$ cat config.mk
export PLATFORM = sky130hd
export DESIGN_NAME = serial_div
export DESIGN_NICKNAME = d
export VERILOG_FILES = /design/src/common/muldiv_pkg.sv /design/src/muldiv/serial_div.sv
export SDC_FILE = /design/constraint.sdc
export NUM_CORES = 2
export LEC_CHECK = 0
export BUFFER_PORTS_ARGS = -buffer_cell sky130_fd_sc_hd__buf_2
export CAP_MARGIN = 40
export CORE_ASPECT_RATIO = 0.75
export CORE_MARGIN = 3
export CORE_UTILIZATION = 35
export DETAILED_ROUTE_END_ITERATION = 10
export SKIP_CTS_REPAIR_TIMING = 1
export SLEW_MARGIN = 5
export SYNTH_ARGS = -nofsm -noshare
export SYNTH_HDL_FRONTEND = slang
export SYNTH_SLANG_ARGS = --single-unit
$ cat constraint.sdc
create_clock -name clk -period 25.3 [get_ports clk]
set_input_delay 7.59 -clock clk [delete_from_list [all_inputs] [get_ports clk]]
set_output_delay 7.59 -clock clk [all_outputs]
set_load 0.01 [all_outputs]
$ cat src/common/muldiv_pkg.sv
package muldiv_pkg;

    // SIMD width and the per-warp fields carried with each request
    localparam int num_lanes = 4;
    localparam int nw_bits   = 2;
    localparam int nr_bits   = 5;

    // Tag buffer depth bounds the number of requests in flight
    localparam int mulq_size = 4;
    localparam int mulq_bits = $clog2(mulq_size);

    // Registered stages in the multiplier pipe
    localparam int mul_latency = 3;

    // Stored metadata is {wid, tmask, pc, rd, wb}
    localparam int meta_w = nw_bits + num_lanes + 32 + nr_bits + 1;

    // RISC-V M extension operations
    // Bit 2 set selects the divider path
    typedef enum logic [2:0] {
        op_mul    = 3'b000,
        op_mulh   = 3'b001,
        op_mulhsu = 3'b010,
        op_mulhu  = 3'b011,
        op_div    = 3'b100,
        op_divu   = 3'b101,
        op_rem    = 3'b110,
        op_remu   = 3'b111
    } mul_op_t;

endpackage
$ cat src/muldiv/serial_div.sv
`timescale 1ns/100ps

module serial_div (
    input  logic                                    clk,
    input  logic                                    rst_n,

    input  logic                                    in_valid,
    output logic                                    in_ready,
    input  logic                                    signed_mode,
    input  logic                                    want_rem,
    input  logic [muldiv_pkg::mulq_bits-1:0]        tag_in,
    input  logic [muldiv_pkg::num_lanes*32-1:0]     numer,
    input  logic [muldiv_pkg::num_lanes*32-1:0]     denom,

    output logic                                    out_valid,
    input  logic                                    out_ready,
    output logic [muldiv_pkg::mulq_bits-1:0]        tag_out,
    output logic [muldiv_pkg::num_lanes*32-1:0]     result
);

    logic        busy;
    logic [5:0]  cnt;
    logic        want_rem_q;
    logic        load;
    logic        step;
    logic        last;

    logic [muldiv_pkg::num_lanes*32-1:0] fin;

    assign in_ready = !busy && !out_valid;
    assign load     = in_valid && in_ready;

    // cnt runs 0..31 while iterating, 32 means the fixup cycle
    assign step = busy && !cnt[5];
    assign last = busy && cnt[5];

    for (genvar i = 0; i < muldiv_pkg::num_lanes; i++) begin : g_lane
        logic [31:0] n_in;
        logic [31:0] d_in;
        logic [31:0] n_abs;
        logic [31:0] d_abs;

        logic [31:0] dvd_q;
        logic [31:0] den_q;
        logic [31:0] quo_q;
        logic [31:0] rem_q;
        logic        qneg_q;
        logic        rneg_q;
        logic        dz_q;
        logic        ov_q;

        logic [32:0] shifted;
        logic [32:0] diff;
        logic [31:0] q_fix;
        logic [31:0] r_fix;

        assign n_in  = numer[32*i +: 32];
        assign d_in  = denom[32*i +: 32];
        assign n_abs = (signed_mode && n_in[31]) ? -n_in : n_in;
        assign d_abs = (signed_mode && d_in[31]) ? -d_in : d_in;

        // Restoring step, a borrow out of bit 32 means no subtract
        assign shifted = {rem_q, quo_q[31]};
        assign diff    = shifted - {1'b0, den_q};

        always_ff @(posedge clk) begin
            if (load) begin
                dvd_q  <= n_in;
                den_q  <= d_abs;
                quo_q  <= n_abs;
                rem_q  <= '0;
                qneg_q <= signed_mode && (n_in[31] ^ d_in[31]);
                rneg_q <= signed_mode && n_in[31];
                dz_q   <= (d_in == '0);
                ov_q   <= signed_mode && (n_in == 32'h8000_0000) && (d_in == '1);
            end else if (step) begin
                quo_q <= {quo_q[30:0], ~diff[32]};
                rem_q <= diff[32] ? shifted[31:0] : diff[31:0];
            end
        end

        always_comb begin
            q_fix = qneg_q ? -quo_q : quo_q;
            r_fix = rneg_q ? -rem_q : rem_q;
            if (dz_q) begin
                q_fix = '1;
                r_fix = dvd_q;
            end else if (ov_q) begin
                q_fix = dvd_q;
                r_fix = '0;
            end
        end

        assign fin[32*i +: 32] = want_rem_q ? r_fix : q_fix;
    end

    always_ff @(posedge clk) begin
        if (!rst_n) begin
            busy      <= 1'b0;
            out_valid <= 1'b0;
            cnt       <= '0;
        end else begin
            if (load) begin
                busy <= 1'b1;
                cnt  <= '0;
            end else if (last) begin
                busy      <= 1'b0;
                out_valid <= 1'b1;
            end else if (step) begin
                cnt <= cnt + 6'd1;
            end
            if (out_valid && out_ready) begin
                out_valid <= 1'b0;
            end
        end
    end

    always_ff @(posedge clk) begin
        if (load) begin
            tag_out    <= tag_in;
            want_rem_q <= want_rem;
        end
        if (last) begin
            result <= fin;
        end
    end

endmodule

After elaboration in Yosys (flattened, before gate mapping):

Cells that the tools add are included.

* add/sub/neg operators: 21
* equality and inequality tests: 8
* muxes and demuxes: 50
* bitwise operators: 11
* reduce and logical (&&, ||, !) cells: 38

Operators by type and width (count)
* two-way mux 32 bit: 48
* negator 32 bit: 16
* equality test 32 bit (second input constant): 8
* subtractor 33 x 32 -> 33 bit: 4
* zero test 32 bit: 4
* logical AND 1 bit: 25
* inverter 1 bit: 7
* adder 6 x 1 -> 6 bit (second input constant): 1
* AND reduction 2 bit: 2
* nonzero test 2 bit: 2
* OR reduction 2 bit: 2
* bitwise XOR 1 bit: 4
* zero test 1 bit: 3
* two-way mux 1 bit: 2

* register bits: 667
* bits of input ports: 264

Logic depth before layout (Yosys ltp):

* word-level depth: 5
* gate-level depth with buffers: 16

Worst setup path before layout:

No wires, ideal clock.

* path type: input port to flip-flop
* start: in in_valid
* end: reg g_lane[0].quo_q[1], data pin
* setup time: 0.625 ns
* data arrival time: 16.041 ns
* data required time: 24.675 ns
* setup slack: 8.634 ns
* cell stages on the path: 6
* path buffers: 3
* cells stage by stage: nand2_1 clkbuf_1 inv_1 clkbuf_1 clkbuf_1 a31oi_1

* longest elaborated chain between the ends: 2

Ends and longest elaborated chain
* start, declared: line serial_div.sv:7 `input logic in_valid,`
* logical AND 1 bit: line serial_div.sv:31 `assign load = in_valid && in_ready;`
* via load: line serial_div.sv:24 `logic load;`
* two-way mux 32 bit: line serial_div.sv:67 `if (load) begin`
* end signal, assigned: line serial_div.sv:70 `quo_q <= n_abs;`
* end signal, assigned: line serial_div.sv:77 `quo_q <= {quo_q[30:0], ~diff[32]};`
* end, declared: line serial_div.sv:45 `logic [31:0] quo_q;`

The timed path passes the listed nets, and every way through them passes these cells.
A chain may end at the register's enable or synchronous reset.

Final worst setup path:

* start: in in_valid
* end: reg g_lane[0].den_q[2] (enable)

* longest elaborated chain between the ends: 1

Ends and longest elaborated chain
* logical AND 1 bit: line serial_div.sv:31
* end signal, assigned: line serial_div.sv:69 `den_q <= d_abs;`
* end, declared: line serial_div.sv:44 `logic [31:0] den_q;`

No other way between the ends.

==> run_results.csv <==
group,metric,value,unit
outcome,outcome,"complete, no violations",
synth,synth_warnings,0,
global_route,grt_pass1_vias,35100,
cts,numCtsBuffers,78,
cts,htreeDepth,3,
layout,syn2layout_area_growth,14.8,%
sta,tightest_slew,0.934,ns
sta,period_needed,11.06,ns
drt,remaining_drc_errors,0,
power_and_ir_drop,irDropWorstVdd,83.3,uV
critical_path,required,25.59,ns
critical_path,crit_top_cell,"buf_4",
sta,layout_setup_ws,14.24,ns
synth,synth_seq_cells,667,
cts,path_clk_slew,0.06,ns
critical_path,r2r_start,"busy$_SDFFE_PN0P_",
synth,ys.flop_type,"edfxtp_1",
drt,viasPerCell,5.48,
layout,drive_gt1_frac,0.124,
critical_path,critPathTopFamily,"buffers and inverters",
critical_path,cpMaxStageDelayCell,"buf_4",
critical_path,startpoint,"in_valid",
drt,drt_wl_total,135000,um
critical_path,critPathMaxStageDelay,0.85,ns
die,pin_count,396,
synth,synth_fp_nets,5157,
cts,cts_buffer_depth,3,
run,drv_cap,0,
layout,fill_cells,12100,
sta,skew,0.0307,ns
sta,maxSlewViolCount,0,
die,die_width,414,um
critical_path,crit_cells,6,
synth,netlist_instances,4740,
critical_path,crit_arrival,11.35,ns
sta,setup_viol,0,
drt,drtIter0Drc,3251,
die,dieHeight,312,um
cts,root_buffer,"clkbuf_16",
placement,place_ws,13.44,ns
placement,io_buffer_count,395,
synth,async_flop_share,0,
critical_path,crit_fanout,110,
die,core,0.123,sq mm
critical_path,startpoint_type,"primary input",
global_route,grt_max_degree,111,
synth,synth_edf_count,531,
placement,globalplace.congestion,0.878,
sta,post-route-period-util,0.437,
cts,clock_latency,0.68,ns
critical_path,crit_type,"primary input to flop",
power_and_ir_drop,power_per_cell_area,108,mW/mm^2
synth,yosysSeqAreaShare,0.427,
die,start_util,0.355,
die,rows,111,
drt,routedWlPerCell,20.0,um
synth,netlist_area,0.0438,sq mm
global_route,grt_overflow_total,0,
layout,final_common_cell,"nand2_1",
sta,hold_viol,0,
global_route,grt_use_total,0.202,
global_route,grt_pass1_wl,207000,um
sta,rsz0062_at_grt,"false",
critical_path,path_buf_inv,5,
drt,ant_nets,0,
global_route,antenna_found_initial,20,
layout,mostFrequentLayoutCells,"564 x nand2_1, 531 x edfxtp_1, 433 x o21ai_0",
hold_path,min-delay-start,"cnt[1]$_SDFFE_PP0P_",
drt,dr.pass1.iters,5,
critical_path,rr_worst_depth,6,
placement,dpl_cell_area,0.0475,sq mm
sta,fmax,90.4,MHz
die,dieArea,0.129,sq mm
hold_path,holdPathStages,2,
hold_path,hold_class,"flop to flop",
sta,setup_tns,0,ns
power_and_ir_drop,p_leak,19.7,nW
layout,fin_nets,5450,
sta,relSlewSlack,0.377,
power_and_ir_drop,power,5.43,mW
placement,hpwl,101000,um
critical_path,crit_chain,"buf_2 -> nand2_4 -> inv_8 -> buf_4 -> buf_4 -> buf_4",
layout,fin_util,0.408,
layout,fin_area,0.0502,sq mm
cts,cts_tree,"built",
cts,cts_sinks,667,
critical_path,end_kind,"flop",
synth,syn_area_per_cell,9.23,sq um
drt,num_vias,37000,
synth,yosys.cell_types.count,81,
[state kept, by name (all words and copies together) (netlist names), 2 cells and up]
register,count
g_lane.den_q,128
g_lane.rneg_q,4
tag_out,2
g_lane.dvd_q,128
g_lane.rem_q,128
g_lane.quo_q,128
g_lane.dz_q,4
g_lane.qneg_q,4
result,128
cnt,6
g_lane.ov_q,4
[cells by family after synthesis]
kind of cell,after synthesis,share of synthesized area
adders and majority gates,153,0.0444
xor gates and xnor gates,589,0.118
AOI/OAI and AO/OA,1480,0.217
buffers and inverters,498,0.0431
muxes,48,0.0110
and+or+nand+nor,1305,0.140
DFF,667,0.427
[worst min-delay path: stages (launching register included)]
cell and delay [ns]:
dfxtp_1 0.33, nand2_1 0.06, a21oi_1 0.05
[cells in the mapped netlist (all sizes together), types with 77 or more instances]
library cell,instances,area [sq um]
nand2,565,2120
nor3,77,395
dfxtp,136,2720
nor2,244,916
inv,254,953
a21o,91,683
a21oi,401,2010
ha,149,1860
o221ai,97,856
xor2,351,3070
o22a,122,1070
o31ai,93,727
xnor2,238,2090
clkbuf,211,792
o21ai,439,2200
edfxtp,531,15900
[worst paths after layout]
check                           slack (ns)                      endpoint
worst max-delay path                 14.24  g_lane[0].den_q[2]$_DFFE_PP_
worst min-delay path                  0.49           cnt[1]$_SDFFE_PP0P_
worst max register to register       20.60  g_lane[0].den_q[2]$_DFFE_PP_
worst min register to register        0.49           cnt[1]$_SDFFE_PP0P_
[where the power goes]
group | internal [mW] | switching (mW) | leakage, nW
sequential | 1.39 | 0.244 | 6.18
combinational | 1.11 | 1.50 | 12.2
clock | 0.681 | 0.504 | 1.28
total | 3.18 | 2.25 | 19.7
[metal layers]
metal  track usage  routed length, um  vias to the layer above
li1              -                  -                    18000
met1         0.272              60500                    17700
met5             0                 13                        -
met2         0.336              63500                     1059
met3        0.0280               7250                      188
met4        0.0602               3690                        2
[area by class of cell]
type / instances / area (sq um) / share of cell area
Clock inverter: 46 / 509 / 0.0101
Antenna cell: 7 / 17.5 / 0.000349
Sequential cell: 667 / 18700 / 0.372
Clock buffer: 100 / 2150 / 0.0428
Tap cell: 1638 / 2050 / 0.0408
Inverter: 257 / 982 / 0.0196
Multi-Input combinational cell: 3575 / 23300 / 0.464
Timing Repair Buffer: 454 / 2550 / 0.0509
[stage by stage]
stage          hold WS, ns  std cells
2_1_floorplan        0.454       4740
3_3_place_gp         0.467       6582
3_5_place_dp         0.472       6591
4_1_cts              0.481       6737
5_1_grt              0.535       6741
6_report             0.485       6744
(Power assumes the default switching activity.)
